`src/dac_ctrl_params.svh`:
```
// register map, reset value and serial timing constants for the DAC controller
// include in any block that needs an address, the default word or the sclk divide
`ifndef DAC_CTRL_PARAMS_SVH
`define DAC_CTRL_PARAMS_SVH

// register word addresses, anything else reads as zero
`define DAC_ADDR_VERSION 4'd0
`define DAC_ADDR_DATA    4'd1
`define DAC_ADDR_MMI_EN  4'd2

// data register contents after interconnect reset, also sent after peripheral reset
`define DAC_DEFAULT_WORD 16'd100

// read-only version register
`define DAC_VERSION      16'd1

// clk cycles per sclk half period
`define DAC_SCLK_HALF    2

// 8-bit gain field sits in bits 13 to 6 of the data word
`define DAC_GAIN_LSB     6

`endif
```
`src/dac_ctrl_pkg.sv`:
```
// shared bus, frame and state types for the DAC controller blocks
`default_nettype none

package dac_ctrl_pkg;

    // register bus operation
    typedef enum logic {
        bus_read  = 1'b0,
        bus_write = 1'b1
    } bus_op_t;

    typedef struct packed {
        logic        valid;
        bus_op_t     op;
        logic [3:0]  addr;
        logic [15:0] wdata;
    } bus_req_t;

    typedef struct packed {
        logic        rvalid;
        logic [15:0] rdata;
    } bus_rsp_t;

    // current register value plus a strobe for every accepted change
    typedef struct packed {
        logic        changed;
        logic [15:0] value;
    } dac_word_t;

    // one serial frame request toward the shifter
    typedef struct packed {
        logic        start;
        logic [15:0] data;
    } frame_cmd_t;

    typedef enum logic [1:0] {
        seq_idle,
        seq_busy,
        seq_pending
    } seq_state_t;

    typedef enum logic [1:0] {
        sh_idle,
        sh_low,
        sh_high,
        sh_done
    } shift_state_t;

endpackage

`default_nettype wire

```
`src/dac_ctrl_top.sv`:
```
// DAC controller top level wiring register decode to the update sequencer and shifter
`timescale 1ns/1ps
`default_nettype none

module dac_ctrl_top
    import dac_ctrl_pkg::*;
(
    input  logic       clk,
    input  logic       interconnect_sreset,
    input  logic       peripheral_sreset,
    input  logic       en_mmi_ctrl,
    input  bus_req_t   bus_req,
    input  logic [7:0] gain,
    input  logic       gain_valid,
    output bus_rsp_t   bus_rsp,
    output logic       gain_updated,
    output logic       initdone,
    output logic       sclk,
    output logic       sync_n,
    output logic       sdin
);

    dac_word_t  dac_word;
    frame_cmd_t frame_cmd;
    logic       credit_return;
    logic       frame_sreset;

    // interconnect reset also clears the frame path
    assign frame_sreset = interconnect_sreset | peripheral_sreset;

    ////////////////////////////////////////////////////////////////////////////
    // decode, execute, result

    dac_reg_decode u_decode (
        .clk                 (clk),
        .interconnect_sreset (interconnect_sreset),
        .bus_req             (bus_req),
        .en_mmi_ctrl         (en_mmi_ctrl),
        .gain                (gain),
        .gain_valid          (gain_valid),
        .bus_rsp             (bus_rsp),
        .dac_word            (dac_word),
        .gain_updated        (gain_updated)
    );

    dac_update_sequencer u_seq (
        .clk               (clk),
        .peripheral_sreset (frame_sreset),
        .dac_word          (dac_word),
        .credit_return     (credit_return),
        .frame_cmd         (frame_cmd),
        .initdone          (initdone)
    );

    dac_frame_shifter u_shift (
        .clk               (clk),
        .peripheral_sreset (frame_sreset),
        .frame_cmd         (frame_cmd),
        .sclk              (sclk),
        .sync_n            (sync_n),
        .sdin              (sdin),
        .credit_return     (credit_return)
    );

endmodule

`default_nettype wire

```
`src/dac_frame_shifter.sv`:
```
// serial shifter for the DAC frame, MSB first on sclk, sync_n and sdin
// returns the credit one cycle after sync_n rises
`timescale 1ns/1ps
`default_nettype none

`include "dac_ctrl_params.svh"

module dac_frame_shifter
    import dac_ctrl_pkg::*;
(
    input  logic       clk,
    input  logic       peripheral_sreset,
    input  frame_cmd_t frame_cmd,
    output logic       sclk,
    output logic       sync_n,
    output logic       sdin,
    output logic       credit_return
);

    localparam int HALF_W = (`DAC_SCLK_HALF > 1) ? $clog2(`DAC_SCLK_HALF) : 1;
    localparam logic [HALF_W-1:0] HALF_LAST = HALF_W'(`DAC_SCLK_HALF - 1);

    shift_state_t      state;
    logic [HALF_W-1:0] half_cnt;
    logic [3:0]        bit_cnt;
    logic [15:0]       shreg;
    logic              half_done;

    assign half_done = (half_cnt == HALF_LAST);

    always_ff @(posedge clk) begin
        if (peripheral_sreset) begin
            state         <= sh_idle;
            half_cnt      <= '0;
            bit_cnt       <= '0;
            sclk          <= 1'b0;
            sync_n        <= 1'b1;
            sdin          <= 1'b0;
            credit_return <= 1'b0;
        end else begin
            credit_return <= 1'b0;
            half_cnt      <= half_done ? '0 : half_cnt + 1'b1;
            case (state)
                sh_idle: begin
                    half_cnt <= '0;
                    if (frame_cmd.start) begin
                        sync_n  <= 1'b0;
                        bit_cnt <= '0;
                        state   <= sh_low;
                    end
                end
                // sdin changes on the rising edge, away from the sampling edge
                sh_low: begin
                    if (half_done) begin
                        sclk  <= 1'b1;
                        sdin  <= shreg[15];
                        state <= sh_high;
                    end
                end
                sh_high: begin
                    if (half_done) begin
                        sclk    <= 1'b0;
                        bit_cnt <= bit_cnt + 4'd1;
                        state   <= (bit_cnt == 4'd15) ? sh_done : sh_low;
                    end
                end
                sh_done: begin
                    // sync_n goes high first, the credit follows a cycle later
                    if (sync_n) begin
                        credit_return <= 1'b1;
                        state         <= sh_idle;
                    end else if (half_done) begin
                        sync_n <= 1'b1;
                    end
                end
                default: state <= sh_idle;
            endcase
        end
    end

    always_ff @(posedge clk) begin
        if (state == sh_idle && frame_cmd.start) begin
            shreg <= frame_cmd.data;
        end else if (state == sh_low && half_done) begin
            shreg <= {shreg[14:0], 1'b0};
        end
    end

endmodule

`default_nettype wire

```
`src/dac_update_sequencer.sv`:
```
// frame issue control with a single credit toward the serial shifter
// merges changes seen while a frame is in flight and sends the current word after reset
`timescale 1ns/1ps
`default_nettype none

module dac_update_sequencer
    import dac_ctrl_pkg::*;
(
    input  logic       clk,
    input  logic       peripheral_sreset,
    input  dac_word_t  dac_word,
    input  logic       credit_return,
    output frame_cmd_t frame_cmd,
    output logic       initdone
);

    // seq_idle means the credit is held here
    seq_state_t  state;
    logic        send_init;
    logic        issue;
    logic        start_q;
    logic [15:0] data_q;

    ////////////////////////////////////////////////////////////////////////////
    // issue decision

    always_comb begin
        case (state)
            seq_idle:    issue = send_init | dac_word.changed;
            // change arriving together with the returned credit goes straight out
            seq_busy:    issue = credit_return & dac_word.changed;
            seq_pending: issue = credit_return;
            default:     issue = 1'b0;
        endcase
    end

    always_ff @(posedge clk) begin
        if (peripheral_sreset) begin
            state     <= seq_idle;
            send_init <= 1'b1;
            start_q   <= 1'b0;
            initdone  <= 1'b0;
        end else begin
            start_q <= issue;
            if (issue) begin
                send_init <= 1'b0;
            end
            // first credit back after reset belongs to the default frame
            if (credit_return) begin
                initdone <= 1'b1;
            end
            case (state)
                seq_idle: begin
                    if (issue) begin
                        state <= seq_busy;
                    end
                end
                seq_busy: begin
                    if (issue) begin
                        state <= seq_busy;
                    end else if (credit_return) begin
                        state <= seq_idle;
                    end else if (dac_word.changed) begin
                        state <= seq_pending;
                    end
                end
                seq_pending: begin
                    // any number of changes collapse into this one frame
                    if (credit_return) begin
                        state <= seq_busy;
                    end
                end
                default: state <= seq_idle;
            endcase
        end
    end

    // word is sampled at issue time, so the follow-up carries the latest value
    always_ff @(posedge clk) begin
        if (issue) begin
            data_q <= dac_word.value;
        end
    end

    assign frame_cmd = '{start: start_q, data: data_q};

endmodule

`default_nettype wire

```
`src/dac_reg_decode.sv`:
```
// register file and bus decode for the DAC controller
// takes bus writes or direct gain strobes depending on en_mmi_ctrl and flags changes
`timescale 1ns/1ps
`default_nettype none

`include "dac_ctrl_params.svh"

module dac_reg_decode
    import dac_ctrl_pkg::*;
(
    input  logic      clk,
    input  logic      interconnect_sreset,
    input  bus_req_t  bus_req,
    input  logic      en_mmi_ctrl,
    input  logic [7:0] gain,
    input  logic      gain_valid,
    output bus_rsp_t  bus_rsp,
    output dac_word_t dac_word,
    output logic      gain_updated
);

    logic [15:0] data_reg;
    logic        bus_wr_acc;
    logic        bus_rd;
    logic        gain_acc;
    logic        changed_q;
    logic        rvalid_q;
    logic [15:0] rdata_q;
    logic [15:0] rd_mux;

    ////////////////////////////////////////////////////////////////////////////
    // write acceptance

    // only one source owns the data register at a time
    assign bus_wr_acc = bus_req.valid && (bus_req.op == bus_write) &&
                        (bus_req.addr == `DAC_ADDR_DATA) && en_mmi_ctrl;
    assign gain_acc   = gain_valid && !en_mmi_ctrl;
    assign bus_rd     = bus_req.valid && (bus_req.op == bus_read);

    always_ff @(posedge clk) begin
        if (interconnect_sreset) begin
            data_reg     <= `DAC_DEFAULT_WORD;
            changed_q    <= 1'b0;
            gain_updated <= 1'b0;
        end else begin
            if (bus_wr_acc) begin
                data_reg <= bus_req.wdata;
            end else if (gain_acc) begin
                data_reg[`DAC_GAIN_LSB +: 8] <= gain;
            end
            changed_q    <= bus_wr_acc | gain_acc;
            gain_updated <= gain_acc;
        end
    end

    ////////////////////////////////////////////////////////////////////////////
    // read path, one cycle latency

    always_comb begin
        case (bus_req.addr)
            `DAC_ADDR_VERSION: rd_mux = `DAC_VERSION;
            `DAC_ADDR_DATA:    rd_mux = data_reg;
            `DAC_ADDR_MMI_EN:  rd_mux = {15'd0, en_mmi_ctrl};
            default:           rd_mux = 16'd0;
        endcase
    end

    always_ff @(posedge clk) begin
        if (interconnect_sreset) begin
            rvalid_q <= 1'b0;
        end else begin
            rvalid_q <= bus_rd;
        end
    end

    // read data only moves when a read is presented
    always_ff @(posedge clk) begin
        if (bus_rd) begin
            rdata_q <= rd_mux;
        end
    end

    assign bus_rsp  = '{rvalid: rvalid_q, rdata: rdata_q};
    assign dac_word = '{changed: changed_q, value: data_reg};

endmodule

`default_nettype wire

```
`config.mk`:
```
export PLATFORM = sky130hd
export DESIGN_NAME = dac_ctrl_top
export DESIGN_NICKNAME = d
export VERILOG_FILES = /design/src/dac_ctrl_pkg.sv /design/src/dac_ctrl_top.sv /design/src/dac_frame_shifter.sv /design/src/dac_update_sequencer.sv /design/src/dac_reg_decode.sv
export VERILOG_INCLUDE_DIRS = /design/src
export SDC_FILE = /design/constraint.sdc
export NUM_CORES = 1
export LEC_CHECK = 0
export BUFFER_PORTS_ARGS = -buffer_cell sky130_fd_sc_hd__buf_4
export CAP_MARGIN = 20
export CORE_MARGIN = 3
export CORE_UTILIZATION = 59
export DETAILED_ROUTE_END_ITERATION = 8
export PLACE_DENSITY = 0.94
export SKIP_LAST_GASP = 1
export SLEW_MARGIN = 15
export SYNTH_ARGS = -nofsm -noshare
export SYNTH_HDL_FRONTEND = slang
export SYNTH_SLANG_ARGS = --single-unit
```
`constraint.sdc`:
```
create_clock -name clk -period 3.66 [get_ports clk]
set_input_delay 0.732 -clock clk [delete_from_list [all_inputs] [get_ports clk]]
set_output_delay 0.732 -clock clk [all_outputs]
set_load 0.02 [all_outputs]
```
==> impl_summary.log, run 1 <==
INFO  metric run_status = finished clean
INFO  metric ffs_latches_synth = 83
INFO  metric postCtsSetupBuffers = 0
INFO  metric synthesis.area = 0.00331 mm²
INFO  metric setup_violations = 0
INFO  metric tightestPinTransition = 686 ps
INFO  metric cts.sinks = 83
INFO  metric routedLengthMet1 = 2620 µm
INFO  metric num_vias = 2255
INFO  metric clock_skew = 5.26 ps
INFO  metric share_of_the_core_filled_with_cells = 0.752
INFO  metric grt.total_usage = 0.224
INFO  metric grt_setup_unrepaired = false
INFO  metric timing.setup.critical_path_class = flop to flop
INFO  metric tritoncts.num_buffers = 9
INFO  metric ant_nets = 0
INFO  metric worstSetupStartpointType = flop
INFO  metric p_leak = 1.51 nW
INFO  metric layout_commonest_cell = sky130_fd_sc_hd__buf_4
INFO  metric initial_core_util = 0.628
INFO  metric cp_data_required_time = 3600 ps
INFO  metric ys_types = 40
INFO  metric maximum_level_of_the_cts_h_tree = 3
INFO  metric critPathCaptureType = flop
INFO  metric finalNonFillerCells = 387
INFO  metric synth_top_cell_by_area = sky130_fd_sc_hd__edfxtp_1
INFO  metric met2_length = 3410 µm
INFO  metric first_iter_violations = 174
INFO  metric cts_tree = built
INFO  metric path_cells = inv_1, ha_1, nand2_1, nand2_1
INFO  metric syn-num-nets = 297
INFO  metric drt-total-wl = 6700 µm
INFO  metric synth-seq-area-share = 0.647
INFO  metric post_synth.cell_area_avg = 12.9 µm²
INFO  metric cts_hold_repair.buffers = 0
INFO  metric critical-path-top-cell-by-count = sky130_fd_sc_hd__nand2_1
INFO  metric placed_cell_area = 0.00375 mm²
INFO  metric fin_nets = 352
INFO  metric layout.cell_area.non_filler = 0.00396 mm²
INFO  metric clock_latency = 350 ps
INFO  metric hold_viol_final = 0
INFO  metric synth_largest_type_area_fraction = 0.435
INFO  metric via_per_inst = 5.83
INFO  metric wire_per_inst = 17.3 µm
INFO  metric area.growth.synth_to_final = 19.7%
INFO  metric worst_setup_hold_path_clk_slew = 80 ps
INFO  metric worst_hold_path.num_cells = 2
INFO  metric worstPathArrival = 2240 ps
INFO  metric max-slew-margin-rel = 0.542
INFO  metric cpMaxStageDelayCell = sky130_fd_sc_hd__nand2_1
INFO  metric highest_layer = met4
INFO  metric via_count_of_the_first_global_routing_pass = 2273
INFO  metric core_area = 0.00527 mm²
INFO  metric drv.max_cap_violation_count = 0
INFO  metric grt_max_degree = 26
INFO  metric critical_path_peak_fanout = 18
INFO  metric rows = 26
INFO  metric fin_setup_tns = 0 ps
INFO  metric firstDrtPassIters = 4
INFO  metric design.die.area = 0.00655 mm²
INFO  metric io_buffers = 56
INFO  metric die_x = 80.9 µm
INFO  metric detail_route.drc_violations = 0
INFO  metric final_hold_slack = 462 ps
INFO  metric numPlacedInstances = 371
INFO  metric die_h = 80.9 µm
INFO  metric reg2regPathDepth = 4
INFO  metric cts_root_buffer = sky130_fd_sc_hd__clkbuf_8
INFO  metric global_route_wire_length_before_repair = 10700 µm
INFO  metric place.gp.congestion = 0.911
INFO  metric power_per_cell_area = 472 mW/mm²
INFO  metric hp-class = flop to flop
INFO  metric postCtsResizedCells = 0
INFO  metric netlist_instances = 257
INFO  metric drive_gt1_frac = 0.293
INFO  metric number_of_antenna_violations_at_the_first_check_in_global_routing = 0
INFO  metric clock_tree.buffer_depth = 2
INFO  metric wire_length_on_met3 = 462 µm
INFO  metric yosys_warnings = 0
INFO  metric grt_overflow_total = 0
INFO  metric layout.cells.most_common_list = sky130_fd_sc_hd__buf_4 (58), sky130_fd_sc_hd__edfxtp_1 (48), sky130_fd_sc_hd__dfxtp_1 (35)
INFO  metric dpl.hpwl = 4720 µm
INFO  metric yosys-top-cells-area = sky130_fd_sc_hd__edfxtp_1 (44%), sky130_fd_sc_hd__dfxtp_1 (21%), sky130_fd_sc_hd__mux2_2 (5.1%)
INFO  metric floorplan.io_pins = 57
INFO  metric post-route-period-util = 0.628
INFO  metric worst_vdd_drop = 0.269 mV
INFO  metric period_minus_slack = 2300 ps
INFO  metric timing_max_transition_violations_final = 0
INFO  metric worst_path_largest_cell_delay = 590 ps
INFO  metric antenna_cells_inserted = 0
INFO  metric max_clock_freq = 435 MHz
-- routing by layer --
| metal | vias up | GRT usage |
|---|---|---|
| met5 | - | 0 |
| met3 | 18 | 0.0654 |
| li1 | 1061 | - |
| met1 | 1070 | 0.248 |
| met4 | 0 | 0.135 |
| met2 | 106 | 0.379 |
-- layout make-up --
type | instances | area (µm²)
clock buffer | 11 | 151
clock inverter | 5 | 58.8
fill | 319 | 1310
inverter | 5 | 18.8
multi-input combinational | 155 | 1070
sequential | 83 | 2140
tap | 70 | 87.6
timing repair buffer | 58 | 435
-- worst paths after layout --
kind	startpoint	to	slack [ps]
hold / removal	u_shift.sdin	u_shift.sdin	460
hold reg to reg	u_shift.sdin	u_shift.sdin	460
setup reg to reg	u_shift.state[0]	u_shift.shreg[14]	1360
setup / recovery	u_shift.state[0]	u_shift.shreg[14]	1360
-- Yosys cell counts (all sizes together) --
cell type	n
clkbuf	6
o22ai	1
a21oi	17
nand2	7
o31ai	2
nand4b	1
a31oi	2
a31o	1
ha	5
nor3	10
edfxtp	48
nor2	7
o21bai	1
nand4	2
o21ai	15
or4b	1
and3b	1
mux2i	8
and2	16
or2	1
nor2b	6
a211oi	8
a41oi	1
nor4b	1
dfxtp	35
a221oi	1
or4	2
mux2	15
inv	5
a311oi	2
and3	4
nand2b	3
nor3b	1
buf	8
nand3	13
-- logic make-up after synthesis --
group           Yosys count  share of synthesized area
buf+inv                  19                     0.0302
mux                      23                     0.0752
flops                    83                      0.647
compound gates           51                     0.0922
simple gates             76                      0.136
fa+ha+maj                 5                     0.0189
-- report_power, final --
part | internal, mW | total [mW] | switching (mW)
Sequential | 1.03 | 1.05 | 0.0184
Combinational | 0.0669 | 0.146 | 0.0794
Clock | 0.355 | 0.673 | 0.318
Total | 1.46 | 1.87 | 0.416
-- metrics by stage --
step,power (mW),setup slack (ps)
floorplan,1.15,1750
global placement,1.21,1440
detailed placement,1.22,1360
CTS,1.89,1320
global route,1.94,1140
finish,1.87,1360
-- critical path, delay by kind of cell, from the launching register on --
| kind | cells | cell delay, ps |
|---|---|---|
| fa+ha+maj | 1 | 270 |
| buf+inv | 1 | 90 |
| flops | 1 | 420 |
| simple gates | 2 | 1120 |
Power figures use the tool's default switching activity.
==> inputs of run 2 (changes only) <==
- CORE_UTILIZATION: 59 -> 50
- PLACE_DENSITY: 0.94 -> 0.86
- clock period: 3.66 -> 2.1 ns (I/O delays scaled with it)
==> run 2 against run 1 <==
Against the previous run: combinational power rose by 79%; critical endpoint is now u_shift.bit_cnt[3]; wire length fell by 7.4%; global-route usage fell by 5.0 points; via count fell by 2.3%.
==> impl_summary.log, run 2 (synthesized netlist as in run 1, its figures left out) <==
INFO  metric power_per_cell_area = 785 mW/mm² (+66%)
INFO  metric tritoncts.num_buffers = 9 (unchanged)
INFO  metric critPathCaptureType = flop
INFO  metric switching_share = 0.241 (+0.0188)
INFO  metric grt_overflow_total = 0 (unchanged)
INFO  metric timing.setup.critical_path_class = flop to flop
INFO  metric global_route_wire_length_before_repair = 10100 µm (-5.7%)
INFO  metric postCtsResizedCells = 0 (unchanged)
INFO  metric wire_per_inst = 15.6 µm (-10%)
INFO  metric die_h = 87.4 µm (+8.0%)
INFO  metric clock_latency = 350 ps (about the same)
INFO  metric max_clock_freq = 567 MHz (+30%)
INFO  metric layout.cell_area.non_filler = 0.00397 mm² (+0.13%)
INFO  metric die_x = 87.4 µm (+8.0%)
INFO  metric core_area = 0.00639 mm² (+21%)
INFO  metric post-route-period-util = 0.841 (+0.212)
INFO  metric design.die.area = 0.00763 mm² (+17%)
INFO  metric initial_core_util = 0.518 (-0.110)
INFO  metric seq_area = 0.00214 mm² (unchanged)
INFO  metric cpMaxStageDelayCell = sky130_fd_sc_hd__or4_1
INFO  metric fillCellCount = 495 (+55%)
INFO  metric firstDrtPassIters = 4 (unchanged)
INFO  metric worst_path_largest_cell_delay = 510 ps (-80 ps)
INFO  metric hp-class = input port to flop
INFO  metric detail_route.drc_violations = 0 (unchanged)
INFO  metric drv.max_cap_violation_count = 0 (unchanged)
INFO  metric cts_tree = built
INFO  metric clock_tree.buffer_depth = 2 (unchanged)
INFO  metric cp_data_required_time = 2380 ps (-1220 ps)
INFO  metric worstPathArrival = 2050 ps (-190 ps)
INFO  metric antenna_cells_inserted = 0 (unchanged)
INFO  metric fin_setup_tns = 0 ps (unchanged)
INFO  metric maximum_level_of_the_cts_h_tree = 3 (unchanged)
INFO  metric cts.sinks = 83 (unchanged)
INFO  metric via_per_inst = 5.54 (-5.0%)
INFO  metric first_iter_violations = 89 (-49%)
INFO  metric worst_setup_hold_path_clk_slew = 80 ps (about the same)
INFO  metric max-slew-margin-rel = 0.552 (+0.0106)
INFO  metric drive_gt1_frac = 0.302 (+0.00881)
INFO  metric cts_hold_repair.buffers = 0 (unchanged)
INFO  metric run_status = finished clean
INFO  metric period_minus_slack = 1770 ps (-535 ps)
INFO  metric dpl.hpwl = 4390 µm (-7.0%)
INFO  metric grt_max_degree = 19 (-27%)
INFO  metric postCtsSetupBuffers = 0 (unchanged)
INFO  metric via_count_of_the_first_global_routing_pass = 2151 (-5.4%)
INFO  metric io_buffers = 56 (unchanged)
INFO  metric fin_nets = 356 (+1.1%)
INFO  metric layout_commonest_cell = sky130_fd_sc_hd__buf_4
INFO  metric grt.total_usage = 0.174 (-0.0496)
INFO  metric critical_path_peak_fanout = 8 (-10)
INFO  metric clock_skew = 9.49 ps (+4.23 ps)
INFO  metric internal_power = 2.37 mW (+62%)
INFO  metric grt_setup_unrepaired = false
INFO  metric floorplan.io_pins = 57 (unchanged)
INFO  metric place.gp.congestion = 0.780 (-14%)
INFO  metric area.growth.synth_to_final = 19.8%
INFO  metric placed_cell_area = 0.00379 mm² (+1.0%)
INFO  metric drt-total-wl = 6200 µm (-7.4%)
INFO  metric num_vias = 2203 (-2.3%)
INFO  metric worst_vdd_drop = 0.421 mV (+57%)
INFO  metric clock_share_of_power = 0.329 (-0.030)
INFO  metric p_leak = 1.51 nW (-0.39%)
INFO  metric rows = 29 (+12%)
INFO  metric layout.cells.most_common_list = sky130_fd_sc_hd__buf_4 (62), sky130_fd_sc_hd__edfxtp_1 (48), sky130_fd_sc_hd__dfxtp_1 (35)
INFO  metric total_area_of_multi_input_combinational_cells = 0.00107 mm² (unchanged)
INFO  metric combPwrFrac = 0.084 (+0.006)
INFO  metric tightestPinTransition = 670 ps (-15.9 ps)
INFO  metric number_of_antenna_violations_at_the_first_check_in_global_routing = 0 (unchanged)
INFO  metric cts_root_buffer = sky130_fd_sc_hd__clkbuf_8
INFO  metric hold_viol_final = 0 (unchanged)
INFO  metric timing_max_transition_violations_final = 0 (unchanged)
INFO  metric p_sw = 0.750 mW (+81%)
INFO  metric power.sequential.fraction = 0.588 (+0.025)
INFO  metric worstSetupStartpointType = flop
INFO  metric path_cells = inv_1, ha_1, mux2i_1, or4_1, a21oi_1
INFO  metric setup_violations = 0 (unchanged)
INFO  metric ant_nets = 0 (unchanged)
==> run 2: changes by cell type in the layout (fill, tap and decap cells not counted), sizes merged <==
cell,delta
buf,+4
bufinv,-1
clkbuf,-1
clkinvlp,+2
==> run 2: worst paths after layout <==
path                        end  depth (start not counted)  slack, ps                 start
max          u_shift.bit_cnt[3]                          5        330      u_shift.state[0]
min              u_shift.sync_n                          3        290     peripheral_sreset
max reg2reg  u_shift.bit_cnt[3]                          5        330      u_shift.state[0]
min reg2reg     u_seq.data_q[9]                          0        460  u_decode.data_reg[9]
==> run 2: worst max-delay path: cells and delay by family, from the launching register on <==
family / cells / cell delay (ps)
buffers and inverters: 1 / 90
multiplexers: 1 / 230
flip-flops: 1 / 410
AO/OA/AOI/OAI: 1 / 150
adder cells (fa/ha/maj): 1 / 300
AND/OR/NAND/NOR: 1 / 510
==> run 2: metrics by stage <==
| stage | cells | power (mW) | worst slack, ps | hold WS [ps] | utilization |
|---|---|---|---|---|---|
| 3_3_place_gp | 382 | 2.12 | 262 | 434 | 0.594 |
| 5_1_grt | 398 | 3.24 | 256 | 288 | 0.621 |
| 4_1_cts | 398 | 3.14 | 360 | 278 | 0.621 |
| 2_1_floorplan | 257 | 2.01 | 248 | 419 | - |
| 6_report | 398 | 3.12 | 335 | 294 | 0.621 |
| 3_5_place_dp | 382 | 2.13 | 197 | 437 | 0.594 |
==> run 2: layer usage <==
metal | GRT usage | vias to the layer above | part of all wire
met5 | 0 | - | 0
met4 | 0.0879 | 0 | 0.020
met3 | 0.0388 | 11 | 0.050
met2 | 0.277 | 60 | 0.48
met1 | 0.223 | 1055 | 0.45
li1 | - | 1077 | -
==> run 2: cell type report <==
cell class,instances,area share
inverter,5,0.00473
clock inverter,6,0.0123
timing repair buffer,62,0.117
tap,77,0.0243
clock buffer,10,0.0322
multi-input combinational,155,0.269
sequential,83,0.540
==> run 2: power by group through the flow <==
stage	sequential (mW)	combinational, mW	clock (mW)
2_1_floorplan	1.87	0.138	0
3_3_place_gp	1.87	0.253	0
3_5_place_dp	1.87	0.260	0
4_1_cts	1.83	0.263	1.05
5_1_grt	1.84	0.285	1.12
6_report	1.83	0.261	1.02
